File: src/dma_pkg.sv
// Shared widths, lane count and the request, head, row-command and data-row types

package dma_pkg;

	//========================================
	// Widths
	//========================================
	localparam int DATA_BW = 16;
	localparam int VSIZE   = 4;
	localparam int LANE_BW = 2;
	localparam int GBW     = 16;
	// Signed tile origin
	localparam int CBW     = 8;
	localparam int DIM_BW  = 8;
	localparam int ROW_BW  = 4;

	//========================================
	// Types
	//========================================
	// One SRAM row with lane 0 in the low word
	typedef logic [VSIZE-1:0][DATA_BW-1:0] data_vec_t;

	// Tile request with two's complement x0 and y0
	typedef struct packed {
		logic [GBW-1:0]     base_addr;
		logic [CBW-1:0]     x0;
		logic [CBW-1:0]     y0;
		logic [DIM_BW-1:0]  width;
		logic [DIM_BW-1:0]  height;
		logic [ROW_BW-1:0]  rows;
		logic [7:0]         sram_row;
		logic [DATA_BW-1:0] pad_value;
		logic [LANE_BW-1:0] xor_mask;
	} dma_req_t;

	// First-row address and lane validity
	typedef struct packed {
		logic [GBW-1:0]   row0_addr;
		logic [VSIZE-1:0] col_mask;
	} head_t;

	// Per-row write command
	typedef struct packed {
		logic             fetch;
		logic [VSIZE-1:0] col_mask;
		logic             last;
	} row_cmd_t;

endpackage
File: src/dma_pipeline.sv
// Tile-fetch DMA top level with control, chunk head, looper, collector and swizzle

`timescale 1ns/1ps

module dma_pipeline
	import dma_pkg::*;
#(
	parameter int HBW = 4
) (
	input  logic           i_clk,
	input  logic           i_rst_n,
	// Request
	input  logic           i_req_valid,
	output logic           o_req_ready,
	input  dma_req_t       i_req,
	// DRAM read address
	output logic           o_dram_addr_valid,
	input  logic           i_dram_addr_ready,
	output logic [GBW-1:0] o_dram_addr,
	// DRAM read data
	input  logic           i_dram_data_valid,
	output logic           o_dram_data_ready,
	input  data_vec_t      i_dram_data,
	// SRAM write
	output logic           o_wr_valid,
	output logic [HBW-1:0] o_wr_addr,
	output data_vec_t      o_wr_data
);

dma_req_t       active_req;
logic           start;
logic           tile_done;
logic           head_valid;
head_t          head;
logic           cmd_valid;
logic           cmd_ready;
row_cmd_t       cmd;
logic [HBW-1:0] cmd_row;
data_vec_t      wr_data_raw;

//========================================
// Control and head
//========================================
dma_ctrl i_dma_ctrl(
	.i_clk(i_clk),
	.i_rst_n(i_rst_n),
	.i_req_valid(i_req_valid),
	.o_req_ready(o_req_ready),
	.i_req(i_req),
	.o_active_req(active_req),
	.o_start(start),
	.i_tile_done(tile_done)
);

chunk_head i_chunk_head(
	.i_clk(i_clk),
	.i_rst_n(i_rst_n),
	.i_start(start),
	.i_req(active_req),
	.o_head_valid(head_valid),
	.o_head(head)
);

//========================================
// Datapath
//========================================
addr_looper #(.HBW(HBW)) i_addr_looper(
	.i_clk(i_clk),
	.i_rst_n(i_rst_n),
	.i_head_valid(head_valid),
	.i_head(head),
	.i_req(active_req),
	.o_dram_addr_valid(o_dram_addr_valid),
	.i_dram_addr_ready(i_dram_addr_ready),
	.o_dram_addr(o_dram_addr),
	.o_cmd_valid(cmd_valid),
	.i_cmd_ready(cmd_ready),
	.o_cmd(cmd),
	.o_cmd_row(cmd_row)
);

write_collector #(.HBW(HBW)) i_write_collector(
	.i_clk(i_clk),
	.i_rst_n(i_rst_n),
	.i_cmd_valid(cmd_valid),
	.o_cmd_ready(cmd_ready),
	.i_cmd(cmd),
	.i_cmd_row(cmd_row),
	.i_dram_data_valid(i_dram_data_valid),
	.o_dram_data_ready(o_dram_data_ready),
	.i_dram_data(i_dram_data),
	.i_pad_value(active_req.pad_value),
	.o_wr_valid(o_wr_valid),
	.o_wr_row(o_wr_addr),
	.o_wr_data(wr_data_raw),
	.o_tile_done(tile_done)
);

// Bank mask stays put until the next request
bank_swizzle #(.HBW(HBW)) i_bank_swizzle(
	.i_row(o_wr_addr),
	.i_xor_mask(active_req.xor_mask),
	.i_data(wr_data_raw),
	.o_data(o_wr_data)
);

endmodule

File: src/bank_swizzle.sv
// Lane permutation of an SRAM write by XOR of row bits and bank mask

`timescale 1ns/1ps

module bank_swizzle
	import dma_pkg::*;
#(
	parameter int HBW = 4
) (
	input  logic [HBW-1:0]     i_row,
	input  logic [LANE_BW-1:0] i_xor_mask,
	input  data_vec_t          i_data,
	output data_vec_t          o_data
);

logic [LANE_BW-1:0] sel;

// Low row bits pick the rotation
assign sel = i_row[LANE_BW-1:0] & i_xor_mask;

always_comb begin
	for (int j = 0; j < VSIZE; j++) begin
		o_data[j] = i_data[LANE_BW'(j) ^ sel];
	end
end

endmodule

File: src/write_collector.sv
// Row command and DRAM burst join with row and column padding

`timescale 1ns/1ps

module write_collector
	import dma_pkg::*;
#(
	parameter int HBW = 4
) (
	input  logic               i_clk,
	input  logic               i_rst_n,
	input  logic               i_cmd_valid,
	output logic               o_cmd_ready,
	input  row_cmd_t           i_cmd,
	input  logic [HBW-1:0]     i_cmd_row,
	input  logic               i_dram_data_valid,
	output logic               o_dram_data_ready,
	input  data_vec_t          i_dram_data,
	input  logic [DATA_BW-1:0] i_pad_value,
	output logic               o_wr_valid,
	output logic [HBW-1:0]     o_wr_row,
	output data_vec_t          o_wr_data,
	output logic               o_tile_done
);

// Only fetch rows are held while their burst is awaited
logic             held;
logic [VSIZE-1:0] mask_q;
logic             last_q;
logic [HBW-1:0]   row_q;
logic             cmd_fire;
logic             data_fire;
logic             wr_next;
logic             last_sel;
data_vec_t        fill_data;

assign o_cmd_ready       = !held;
assign o_dram_data_ready = held;
assign cmd_fire  = i_cmd_valid && o_cmd_ready;
assign data_fire = i_dram_data_valid && o_dram_data_ready;

// Unfetched row goes straight out, fetched row after its burst
assign wr_next  = (cmd_fire && !i_cmd.fetch) || data_fire;
assign last_sel = held ? last_q : i_cmd.last;

// All pad when nothing is held
always_comb begin
	for (int k = 0; k < VSIZE; k++) begin
		fill_data[k] = (held && mask_q[k]) ? i_dram_data[k] : i_pad_value;
	end
end

always_ff @(posedge i_clk or negedge i_rst_n) begin
	if (!i_rst_n) begin
		held        <= 1'b0;
		o_wr_valid  <= 1'b0;
		o_tile_done <= 1'b0;
	end else begin
		o_wr_valid  <= wr_next;
		o_tile_done <= wr_next && last_sel;
		if (cmd_fire && i_cmd.fetch) begin
			held <= 1'b1;
		end else if (data_fire) begin
			held <= 1'b0;
		end
	end
end

always_ff @(posedge i_clk) begin
	if (cmd_fire) begin
		mask_q <= i_cmd.col_mask;
		last_q <= i_cmd.last;
		row_q  <= i_cmd_row;
	end
	if (wr_next) begin
		o_wr_row  <= held ? row_q : i_cmd_row;
		o_wr_data <= fill_data;
	end
end

endmodule

File: src/addr_looper.sv
// Row walker issuing DRAM read addresses and per-row write commands

`timescale 1ns/1ps

module addr_looper
	import dma_pkg::*;
#(
	parameter int HBW = 4
) (
	input  logic           i_clk,
	input  logic           i_rst_n,
	input  logic           i_head_valid,
	input  head_t          i_head,
	input  dma_req_t       i_req,
	output logic           o_dram_addr_valid,
	input  logic           i_dram_addr_ready,
	output logic [GBW-1:0] o_dram_addr,
	output logic           o_cmd_valid,
	input  logic           i_cmd_ready,
	output row_cmd_t       o_cmd,
	output logic [HBW-1:0] o_cmd_row
);

// Signed row coordinate wide enough for y0 plus 15 rows
localparam int YW = CBW + 1;

logic              active;
logic              addr_sent;
logic              cmd_sent;
logic [ROW_BW-1:0] row_cnt;
logic [YW-1:0]     cur_y;
logic [VSIZE-1:0]  col_mask;
logic              fetch;
logic              last_row;
logic              addr_fire;
logic              cmd_fire;
logic              advance;

// Row inside the matrix
assign fetch    = !cur_y[YW-1] && (cur_y < YW'(i_req.height));
assign last_row = (ROW_BW+1)'(row_cnt) + 1'b1 >= (ROW_BW+1)'(i_req.rows);

assign o_dram_addr_valid = active && fetch && !addr_sent;
assign o_cmd_valid       = active && !cmd_sent;
assign addr_fire = o_dram_addr_valid && i_dram_addr_ready;
assign cmd_fire  = o_cmd_valid && i_cmd_ready;

// Both outputs done, or no address needed for this row
assign advance = active && (!fetch || addr_sent || addr_fire) && (cmd_sent || cmd_fire);

always_comb begin
	o_cmd.fetch    = fetch;
	o_cmd.col_mask = col_mask;
	o_cmd.last     = last_row;
end

//========================================
// Row state
//========================================
always_ff @(posedge i_clk or negedge i_rst_n) begin
	if (!i_rst_n) begin
		active    <= 1'b0;
		addr_sent <= 1'b0;
		cmd_sent  <= 1'b0;
		row_cnt   <= '0;
	end else if (i_head_valid) begin
		active    <= 1'b1;
		addr_sent <= 1'b0;
		cmd_sent  <= 1'b0;
		row_cnt   <= '0;
	end else if (advance) begin
		addr_sent <= 1'b0;
		cmd_sent  <= 1'b0;
		row_cnt   <= row_cnt + 1'b1;
		if (last_row) begin
			active <= 1'b0;
		end
	end else begin
		addr_sent <= addr_sent || addr_fire;
		cmd_sent  <= cmd_sent || cmd_fire;
	end
end

// Running address, coordinate and SRAM row
always_ff @(posedge i_clk) begin
	if (i_head_valid) begin
		o_dram_addr <= i_head.row0_addr;
		cur_y       <= YW'($signed(i_req.y0));
		col_mask    <= i_head.col_mask;
		o_cmd_row   <= i_req.sram_row[HBW-1:0];
	end else if (advance) begin
		o_dram_addr <= o_dram_addr + GBW'(i_req.width);
		cur_y       <= cur_y + 1'b1;
		o_cmd_row   <= o_cmd_row + 1'b1;
	end
end

endmodule

File: src/chunk_head.sv
// First-row DRAM address and column-validity mask of a tile

`timescale 1ns/1ps

module chunk_head
	import dma_pkg::*;
(
	input  logic     i_clk,
	input  logic     i_rst_n,
	input  logic     i_start,
	input  dma_req_t i_req,
	output logic     o_head_valid,
	output head_t    o_head
);

// Room for x0 + k and the sign
localparam int CX_BW = CBW + 2;

logic [GBW-1:0]                y0_ext;
logic [GBW-1:0]                x0_ext;
logic [GBW-1:0]                row_ofs;
logic [VSIZE-1:0][CX_BW-1:0]   lane_x;
logic [VSIZE-1:0]              col_mask;

assign y0_ext  = GBW'($signed(i_req.y0));
assign x0_ext  = GBW'($signed(i_req.x0));
// Sign extension keeps the modulo 2^GBW product exact
assign row_ofs = y0_ext * GBW'(i_req.width);

always_comb begin
	for (int k = 0; k < VSIZE; k++) begin
		lane_x[k]   = CX_BW'($signed(i_req.x0)) + CX_BW'(k);
		col_mask[k] = !lane_x[k][CX_BW-1] && (lane_x[k] < CX_BW'(i_req.width));
	end
end

always_ff @(posedge i_clk or negedge i_rst_n) begin
	if (!i_rst_n) begin
		o_head_valid <= 1'b0;
	end else begin
		o_head_valid <= i_start;
	end
end

always_ff @(posedge i_clk) begin
	if (i_start) begin
		o_head.row0_addr <= i_req.base_addr + row_ofs + x0_ext;
		o_head.col_mask  <= col_mask;
	end
end

endmodule

File: src/dma_ctrl.sv
// Request handshake, active tile register and start/done tracking

`timescale 1ns/1ps

module dma_ctrl
	import dma_pkg::*;
(
	input  logic     i_clk,
	input  logic     i_rst_n,
	input  logic     i_req_valid,
	output logic     o_req_ready,
	input  dma_req_t i_req,
	output dma_req_t o_active_req,
	output logic     o_start,
	input  logic     i_tile_done
);

logic busy;
logic req_fire;

// One tile at a time
assign o_req_ready = !busy;
assign req_fire = i_req_valid && o_req_ready;

//========================================
// Control
//========================================
always_ff @(posedge i_clk or negedge i_rst_n) begin
	if (!i_rst_n) begin
		busy    <= 1'b0;
		o_start <= 1'b0;
	end else begin
		o_start <= req_fire;
		if (req_fire) begin
			busy <= 1'b1;
		end else if (i_tile_done) begin
			busy <= 1'b0;
		end
	end
end

// Held until the next accepted request
always_ff @(posedge i_clk) begin
	if (req_fire) begin
		o_active_req <= i_req;
	end
end

endmodule

File: config.mk
export PLATFORM = sky130hd
export DESIGN_NAME = dma_pipeline
export DESIGN_NICKNAME = d
export VERILOG_FILES = /design/src/dma_pkg.sv /design/src/dma_pipeline.sv /design/src/bank_swizzle.sv /design/src/write_collector.sv /design/src/addr_looper.sv /design/src/chunk_head.sv /design/src/dma_ctrl.sv
export SDC_FILE = /design/constraint.sdc
export NUM_CORES = 1
export LEC_CHECK = 0
export BUFFER_PORTS_ARGS = -buffer_cell sky130_fd_sc_hd__buf_2
export CORE_MARGIN = 4
export CORE_UTILIZATION = 40
export CTS_BUF_LIST = sky130_fd_sc_hd__clkbuf_16
export CTS_CLUSTER_SIZE = 28
export DETAILED_ROUTE_END_ITERATION = 10
export GPL_TIMING_DRIVEN = 0
export MAX_ROUTING_LAYER = met4
export SLEW_MARGIN = 25
export SYNTH_ARGS = -nofsm -noshare
export SYNTH_HDL_FRONTEND = slang
export SYNTH_SLANG_ARGS = --single-unit
File: constraint.sdc
create_clock -name i_clk -period 11 [get_ports i_clk]
set_input_delay 1.1 -clock i_clk [delete_from_list [all_inputs] [get_ports i_clk]]
set_output_delay 1.1 -clock i_clk [all_outputs]
set_load 0.01 [all_outputs]
# --- Word level (Yosys, flattened, before mapping) ---
# Cells that the tools add are included.
word_totals:
  inputBits: 147
  ff_bits: 217
classes:
  mux: 33
  magnitude_cmp: 10
  mul: 1
  add_sub_neg: 10
  n_reduce_logical: 41
  n_bitwise: 4
op_table:
  columns: ["operator", "count"]
  rows:
  - ["2-to-1 mux 16 bit", 10]
  - ["binary-select mux 16 bit (select 2 bit)", 4]
  - ["< comparator 10 x 8 -> 1 bit", 4]
  - ["adder 16 bit", 2]
  - ["logical AND 1 bit", 21]
  - ["2-to-1 mux 4 bit", 5]
  - ["adder 8 x 3 -> 9 bit (second input constant)", 2]
  - ["2-to-1 mux 9 bit", 2]
  - ["adder 16 x 8 -> 16 bit", 1]
  - ["multiplier 8 x 9 -> 16 bit", 1]
  - ["< comparator 2 x 3 -> 1 bit (second input constant)", 4]
  - ["2-to-1 mux 1 bit", 12]
  - ["logical NOT 1 bit", 10]
  - ["adder 8 x 2 -> 9 bit (second input constant)", 1]
  - ["adder 9 x 1 -> 9 bit (second input constant)", 1]
  - ["< comparator 9 x 8 -> 1 bit", 1]
  - ["adder 4 x 1 -> 4 bit (second input constant)", 2]
  - ["nonzero test 2 bit", 4]
  - ["adder 4 x 1 -> 5 bit (second input constant)", 1]
  - [">= comparator 5 x 4 -> 1 bit", 1]
  - ["logical OR 1 bit", 5]
  - ["bitwise AND 2 bit", 1]
  - ["NOT 1 bit", 2]
  - ["NOT 2 bit", 1]
  - ["AND reduction 2 bit", 1]

# --- Depth between registers and ports, before layout ---
# Gate-level depths: netlist of run 1.
logic_depth:
  depth_word: 10
  ltp_mapped: 19
  ltp_nobuf: 18

# --- Modules after synthesis ---
# A second synthesis of run 1 with hierarchy kept.
unflattened:
  cells_unflattened: 1096
  area_unflattened_um2: 14891.8
by_module_without_submodules:
  columns: ["mod", "cells_per_inst", "area_each_um2", "n_inst"]
  rows:
  - ["chunk_head", 495, 4614.4, 1]
  - ["write_collector", 167, 3529.6, 1]
  - ["addr_looper", 273, 2725.1, 1]
  - ["dma_ctrl", 83, 2412.3, 1]
  - ["bank_swizzle", 78, 1610.3, 1]

# --- Worst setup path before layout of run 1 ---
# No wires, ideal clock.
synth_path:
  kind: "register to register"
  start: "register i_addr_looper.cur_y[3]"
  end: "register i_write_collector.o_wr_valid"
  required_time_ns: 10.177
  setup_slack_ns: 2.054
  setup_ns: 0.823
  path_stages_with_launch: 6
  path_buffers: 0
  t_arrival_ns: 8.124
  path_cell_list: "edfxtp_1 ha_1 nand4_1 o211ai_1 o21ai_1 o41ai_1"
synth_via:
  elab_chain_len: 5
synth_lines:
  columns: ["item", "line_no", "rtl"]
  rows:
  - ["from (decl)", "addr_looper.sv:31", "logic [YW-1:0] cur_y;"]
  - ["from (signal assigned)", "addr_looper.sv:88", "cur_y <= YW'($signed(i_req.y0));"]
  - ["from (signal assigned)", "addr_looper.sv:93", "cur_y <= cur_y + 1'b1;"]
  - ["< comparator 9 x 8 -> 1 bit", "addr_looper.sv:40", "assign fetch = !cur_y[YW-1] && (cur_y < YW'(i_req.height));"]
  - ["logical AND 1 bit", "addr_looper.sv:40", null]
  - ["logical NOT 1 bit", "write_collector.sv:43", "assign wr_next = (cmd_fire && !i_cmd.fetch) || data_fire;"]
  - ["logical AND 1 bit", "write_collector.sv:43", null]
  - ["logical OR 1 bit", "write_collector.sv:43", null]
  - ["named net i_write_collector.wr_next", "write_collector.sv:33", "logic wr_next;"]
  - ["to (signal assigned)", "write_collector.sv:59", "o_wr_valid <= wr_next;"]
  - ["to (decl)", "write_collector.sv:20", "output logic o_wr_valid,"]
# The timed path passes the listed nets, and every way through them passes these cells.
# A chain may end at the register's enable or synchronous reset.

# --- Final worst setup path of run 1 ---
layout_path:
  start: "register i_dma_ctrl.o_active_req[41] (netlist name)"
  end: "register i_chunk_head.o_head[19] (netlist name) (data pin)"
layout_via:
  elab_chain_len: 3
layout_lines:
  columns: ["item", "line_no", "rtl"]
  rows:
  - ["from (decl)", "dma_ctrl.sv:13", "output dma_req_t o_active_req,"]
  - ["from (signal assigned)", "dma_ctrl.sv:45", "o_active_req <= i_req;"]
  - ["multiplier 8 x 9 -> 16 bit", "chunk_head.sv:28", "assign row_ofs = y0_ext * GBW'(i_req.width);"]
  - ["adder 16 bit (2 in series)", "chunk_head.sv:47", "o_head.row0_addr <= i_req.base_addr + row_ofs + x0_ext;"]
  - ["to (decl)", "chunk_head.sv:13", "output head_t o_head"]
# Every way passes these cells.

==> flow_summary_export.csv, run 1 <==
group,metric,value,unit
hold_path,min_path_type,"reg2reg",
detailed_routing,route.detailed.drc,0,
layout,nNetsFinal,1703,
power,max-vdd-ir-drop,0.0004479,V
floorplanning,start_util,40.82,%
yosys,synth_cells,1114,
status,status,"finished, final reports clean",
detailed_routing,dr_wl_met3,2213,um
critical_path,ff2ff_path_depth,15,
detailed_routing,top_layer,"met4",
detailed_routing,viasPerCell,5.106,
clocking,hold_buffers,0,
yosys,yosys.cell_count.top_type,"edfxtp_1",
sta,max_freq,184.0,MHz
floorplanning,fp.dieW,196.2,um
clocking,cts_root_buffer,"clkbuf_16",
sta,slew-limit-headroom,36.32,%
sta,whs,416.7,ps
clocking,post-cts-setup-buffers,0,
yosys,ys.flop_type,"edfxtp_1",
yosys,synth-async-reset-ratio,5.991,%
yosys,synth.area.top_cells,"edfxtp_1, fa_1, ha_1",
critical_path,ff2ff_setup_slack,5570,ps
yosys,yosys.area.top_type,"edfxtp_1",
global_route,grtUsageTotal,18.59,%
clocking,cts_resized,0,
clocking,clock-sinks,217,
place,gp_congestion,0.8634,
yosys,ys_warn_count,0,
yosys,syn_nets,1429,
place,portBuffers,230,
global_route,overflow,0,
sta,hold_viol_final,0,
layout,register_area,6451,um2
global_route,grt_antenna_before_repair,3,
layout,fin_cells,1866,
critical_path,crit_required,11260,ps
power,comb_power_share,60.2,%
layout,layout-drive-gt1-share,29.78,%
detailed_routing,vias,9528,
floorplanning,die_area,38500,um2
layout,syn2layout_area_growth,19.00,%
sta,clock_skew,14.93,ps
yosys,synth_common_cells,"edfxtp_1, inv_1, ha_1",
detailed_routing,drtAntennaViolNets,0,
yosys,syn-cell-area,14170,um2
critical_path,crit_top_cell,"fa_1",
job,maxCapViolCount,0,
sta,slew_viol_final,0,
floorplanning,ios,235,
detailed_routing,drt_iter0_drc,393,
power,clockPowerShare,12.6,%
critical_path,crit_type,"reg2reg",
clocking,clock_latency,530,ps
detailed_routing,routed_wl,35360,um
detailed_routing,drt-met1-wl,14290,um
hold_path,hold_depth,0,
sta,finalCritPeriodShare,49.40,%
critical_path,slowest_delay,540,ps
power,sw_frac_of_total,42.51,%
clocking,cts_buffers,26,
critical_path,cp.depth,15,
global_route,grt_pass1_wl,54660,um
layout,multi_input_area,7039,um2
power,seqPwrFrac,27.3,%
power,power_leakage,7.498,nW
layout,design_area,16860,um2
critical_path,crit_fanout,9,
floorplanning,rows,68,
clocking,clk_pin_slew_worst_paths,60,ps
critical_path,crit_chain,"clkbuf_1 -> and2_1 -> fa_1 -> fa_1 -> fa_1 -> fa_1 -> inv_1 -> fa_1 -> inv_1 -> ha_1 -> a211o_1 -> o31a_1 -> a31oi_4 -> a21oi_2 -> xnor2_1",
power,switchingPower,0.002693,W
critical_path,startpoint_type,"flop",
critical_path,critPathSlowestCell,"fa_1",
detailed_routing,wl_met2,18220,um
yosys,yosys.area.top_type_share,43.24,%
critical_path,worstPathArrival,5700,ps
place,dp.cells,1815,
critical_path,critPathBufInv,3,
place,dpl.hpwl,27820,um
sta,setup_viol,0,
yosys,synth-edff-count,204,
clocking,cts_buffer_depth,3,
power,p_int,0.003643,W
place,dpl_cell_area,16060,um2
floorplanning,core-area,34710,um2
sta,rsz0062_at_grt,"false",
yosys,yosysSeqAreaShare,45.53,%
power,p_per_area,375.8,nW/um2
critical_path,cpLargestDelayFamily,"adder cells",
sta,tightest_slew,955.2,ps
detailed_routing,dr.pass1.iters,5,
global_route,grt_pass1_vias,9804,
yosys,synth_cell_types,53,
layout,fillCellCount,3177,
critical_path,crit_path_end_kind,"flop",
power,finalPower,0.006337,W
detailed_routing,avgRoutedWirePerCell,18.95,um
yosys,synth-seq-cells,217,
clocking,tritoncts,"yes",
floorplanning,dieHeight,196.2,um
yosys,syn_area_per_cell,12.72,um2
sta,period_needed,5434,ps
global_route,grt_max_degree,25,
clocking,htreeDepth,1,
==> cell type report <==
type	count	area share [%]
Antenna cell	4	0.05936
Buffer	37	1.083
Clock buffer	27	4.007
Clock inverter	20	0.6753
Inverter	138	3.072
Multi-Input combinational cell	722	41.75
Sequential cell	217	38.26
Tap cell	455	3.376
Timing Repair Buffer	246	7.717
==> worst register-to-register path: stages, from the launching register on <==
cell and delay, ps:
edfxtp_1 400, clkbuf_1 410, and2_1 220, fa_1 450, fa_1 540, fa_1 520
fa_1 540, inv_1 50, fa_1 520, inv_1 40, ha_1 360, a211o_1 280
o31a_1 370, a31oi_4 250, a21oi_2 80, xnor2_1 140
==> kinds of logic after synthesis <==
logic type      after synthesis  synth area share (%)
compound gates              115                 5.201
simple gates                210                 6.923
buf+inv                     175                 4.945
flops                       217                 45.53
fa+ha+maj                   168                 18.28
mux                         170                 15.47
xor+xnor                     59                 3.647
==> sequential cells by signal, indices dropped and copies added, names as in the netlist, 4 cells and up <==
name                         count
i_addr_looper.col_mask           4
i_addr_looper.cur_y              9
i_addr_looper.o_cmd_row          4
i_addr_looper.o_dram_addr       16
i_addr_looper.row_cnt            4
i_chunk_head.o_head             20
i_dma_ctrl.o_active_req         74
i_write_collector.mask_q         4
i_write_collector.o_wr_data     64
i_write_collector.o_wr_row       4
i_write_collector.row_q          4
==> final timing paths <==
path,startpoint,to
hold reg to reg,i_addr_looper.col_mask[2],i_write_collector.mask_q[2]
min in group asynchronous,i_rst_n,i_dma_ctrl.o_start
setup / recovery,i_dma_ctrl.o_active_req[41],i_chunk_head.o_head[19]
setup reg to reg,i_dma_ctrl.o_active_req[41],i_chunk_head.o_head[19]
hold / removal,i_addr_looper.col_mask[2],i_write_collector.mask_q[2]
max in group asynchronous,i_rst_n,i_write_collector.o_tile_done
==> power by group through the flow <==
stage / Combinational, W / Sequential, W / Clock, W
2_1_floorplan: 0.00279 / 0.00173 / 0
3_3_place_gp: 0.00372 / 0.00181 / 0
5_1_grt: 0.00429 / 0.00177 / 0.000858
4_1_cts: 0.00387 / 0.00173 / 0.000823
3_5_place_dp: 0.00384 / 0.00175 / 0
6_report: 0.00381 / 0.00173 / 0.000796
==> cell usage in the layout (no fill, tap or decap), drive strengths merged, types with 4 or more instances in the layout <==
master  instances
buf           264
xor2           22
nand2b          7
mux2           72
nand3          18
edfxtp        204
nand2          92
clkinv         15
nand4           4
clkbuf         46
or3             4
o21ai          44
dfrtp          13
fa             65
mux4           32
inv           141
a211oi          5
nor2b           7
mux2i          66
and2           25
a31oi           7
xnor2          37
o21a            6
diode           4
a21oi          24
a21o           12
nor2           36
ha            103
nor3           11
==> metrics by stage <==
step                worst slack [ps]  util [%]  setup TNS (ps)
finish                          5566     48.57               0
global route                    5286     48.56               0
CTS                             5487     48.54               0
detailed placement              5501     46.27               0
global placement               -1461     45.77          -80380
floorplan                       2054         -               0
==> routing by layer <==
layer  up-vias  track usage [%]
met5         -                -
met4         0            3.827
met3        43            2.731
met2       283            32.60
met1      4692            23.06
li1       4510                -
(Power assumes the default switching activity.)
==> inputs of run 2 (changes only) <==
Clock period 11 ns to 5.7 ns, I/O delays scaled along.
==> flow_summary_export.csv, run 2 (synthesis results as in run 1) <==
group,metric,value,unit
critical_path,worstPathArrival,5650,ps
status,status,"finished, final reports clean",
power,comb_power_share,58.9,%
clocking,cts_buffer_depth,3,
clocking,cts_buffers,26,
sta,whs,201.0,ps
layout,reg_top3,"i_dma_ctrl.o_active_req (74), i_write_collector.o_wr_data (64), i_chunk_head.o_head (20)",
layout,final_cell_mix,"buf_2, edfxtp_1, inv_1, ha_1, nand2_1",
floorplanning,dieHeight,196.2,um
sta,slew_viol_final,0,
layout,max_flop_register,"i_dma_ctrl.o_active_req",
sta,clock_skew,17.50,ps
clocking,clock_latency,540,ps
detailed_routing,dr.pass1.iters,4,
detailed_routing,routed_wl,35070,um
power,power_leakage,7.568,nW
global_route,overflow,0,
clocking,cts_root_buffer,"clkbuf_16",
critical_path,critPathSlowestCell,"fa_1",
floorplanning,fp.dieW,196.2,um
clocking,tritoncts,"yes",
sta,finalCritPeriodShare,94.36,%
layout,design_area,17050,um2
clocking,clk_pin_slew_worst_paths,60,ps
critical_path,ff2ff_path_depth,15,
critical_path,crit_type,"reg2reg",
sta,tightest_slew,914.3,ps
place,dpl_cell_area,16090,um2
floorplanning,rows,68,
layout,layout-drive-gt1-share,30.01,%
critical_path,startpoint_type,"flop",
critical_path,r2r_end,"i_chunk_head.o_head[19]",
job,maxCapViolCount,0,
power,seqPwrFrac,26.7,%
detailed_routing,drt_iter0_drc,426,
floorplanning,core-area,34710,um2
sta,hold_viol_final,0,
detailed_routing,vias,9485,
sta,slew-limit-headroom,39.04,%
place,portBuffers,230,
power,p_per_area,734.7,nW/um2
layout,nNetsFinal,1698,
critical_path,crit_fanout,9,
detailed_routing,route.detailed.drc,0,
critical_path,r2r_start,"i_dma_ctrl.o_active_req[39]",
global_route,grt_max_degree,26,
hold_path,hold_path_end,"i_dma_ctrl.o_active_req[44]",
detailed_routing,drtAntennaViolNets,0,
critical_path,crit_top_cell,"fa_1",
sta,rsz0062_at_grt,"false",
critical_path,slowest_delay,540,ps
clocking,htreeDepth,1,
global_route,grt_pass1_vias,9888,
sta,max_freq,185.9,MHz
hold_path,hold_depth,1,
sta,period_needed,5379,ps
layout,largest_reg_flops,74,
critical_path,ff2ff_setup_slack,320,ps
global_route,grt_pass1_wl,55260,um
global_route,grt_antenna_before_repair,1,
place,gp_congestion,0.8406,
power,max-vdd-ir-drop,0.001121,V
hold_path,holdCritStartpoint,"i_req[44]",
critical_path,crit_required,5970,ps
sta,setup_viol,0,
layout,fin_cells,1860,
hold_path,min_path_type,"in2reg",
critical_path,crit_chain,"clkbuf_1 -> nor2_1 -> fa_1 -> fa_1 -> fa_1 -> fa_1 -> inv_1 -> fa_1 -> inv_1 -> ha_1 -> a211o_1 -> o31a_1 -> a31oi_4 -> a21oi_2 -> xnor2_1",
floorplanning,ios,235,
place,dp.cells,1810,
power,p_int,0.007310,W
global_route,grtUsageTotal,18.69,%
floorplanning,start_util,40.82,%
detailed_routing,avgRoutedWirePerCell,18.85,um
detailed_routing,viasPerCell,5.099,
floorplanning,die_area,38500,um2
critical_path,crit_path_end_kind,"flop",
power,switchingPower,0.005220,W
layout,syn2layout_area_growth,20.36,%
power,sw_frac_of_total,41.66,%
place,dpl.hpwl,27940,um
layout,layout_commonest_cell,"buf_2",
clocking,clock-sinks,217,
power,clockPowerShare,14.5,%
run 2: cell types whose count changed in the layout (fill, tap and decap cells not counted), sizes merged:
cell,before,now
clkinv,15,8
bufinv,1,7
clkbuf,46,42
buf,264,261
clkinvlp,1,3
diode,4,2
dlygate4sd3,0,1
inv,141,142
run 2: worst max-delay path by stage:
stage / startpoint / end / slack [ps] / cells past startpoint
after global routing: i_dma_ctrl.o_active_req[44] / i_chunk_head.o_head[19] / 40 / 16
after floorplan: i_addr_looper.cur_y[3] / i_write_collector.o_wr_data[0] / 190 / 5
after global placement: i_addr_looper.cur_y[3] / i_write_collector.o_wr_valid / -1720 / 5
after detailed placement: i_dma_ctrl.o_active_req[53] / i_chunk_head.o_head[19] / 160 / 15
after CTS: i_dma_ctrl.o_active_req[53] / i_chunk_head.o_head[19] / 160 / 15
final: i_dma_ctrl.o_active_req[39] / i_chunk_head.o_head[19] / 320 / 15
run 2: final cells by class:
class | count | area (um2)
Multi-Input combinational cell | 722 | 7051
Antenna cell | 2 | 5.005
Clock inverter | 22 | 292.8
Buffer | 34 | 173.9
Timing Repair Buffer | 244 | 1343
Inverter | 138 | 518.0
Fill cell | 3192 | 17660
Sequential cell | 217 | 6451
Clock buffer | 26 | 650.6
Tap cell | 455 | 569.3
run 2: per-layer routing:
layer	GRT usage (%)	wire, um	share of wire, %
met2	32.60	17920	51
met1	23.08	14390	41
met4	4.060	777	2.2
met5	-	0	0
met3	3.040	1976	5.6
run 2: stage by stage:
| stage | utilization, % | setup slack [ps] | TNS [ps] | total power (W) |
|---|---|---|---|---|
| after global routing | 49.12 | 40.59 | 0 | 0.01374 |
| after floorplan | - | 191.8 | 0 | 0.008678 |
| after CTS | 49.10 | 157.3 | 0 | 0.01272 |
| after global placement | 45.79 | -1718 | -196110 | 0.01062 |
| final | 49.13 | 321.4 | 0 | 0.01253 |
| after detailed placement | 46.35 | 163.8 | 0 | 0.01084 |
run 2: worst max-delay path: cells and delay by family (launching register included):
family	cells	cell delay (ps)
buf+inv	3	450
flops	1	400
fa+ha+maj	6	3010
xor+xnor	1	150
compound gates	4	970
simple gates	1	120
run 2: timing repair:
action                     CTS  global route
hold buffers                 1             0
buffers inserted             0             2
setup endpoints to repair    0             1
gates resized for setup      0             4
hold endpoints to repair    13             0
run 2: power by group through the flow:
stage	combinational, W	sequential, W	clock, W
detailed placement	0.00746	0.00337	0
floorplan	0.00538	0.00330	0
CTS	0.00751	0.00335	0.00187
finish	0.00738	0.00334	0.00181
global placement	0.00718	0.00344	0
global route	0.00837	0.00343	0.00194
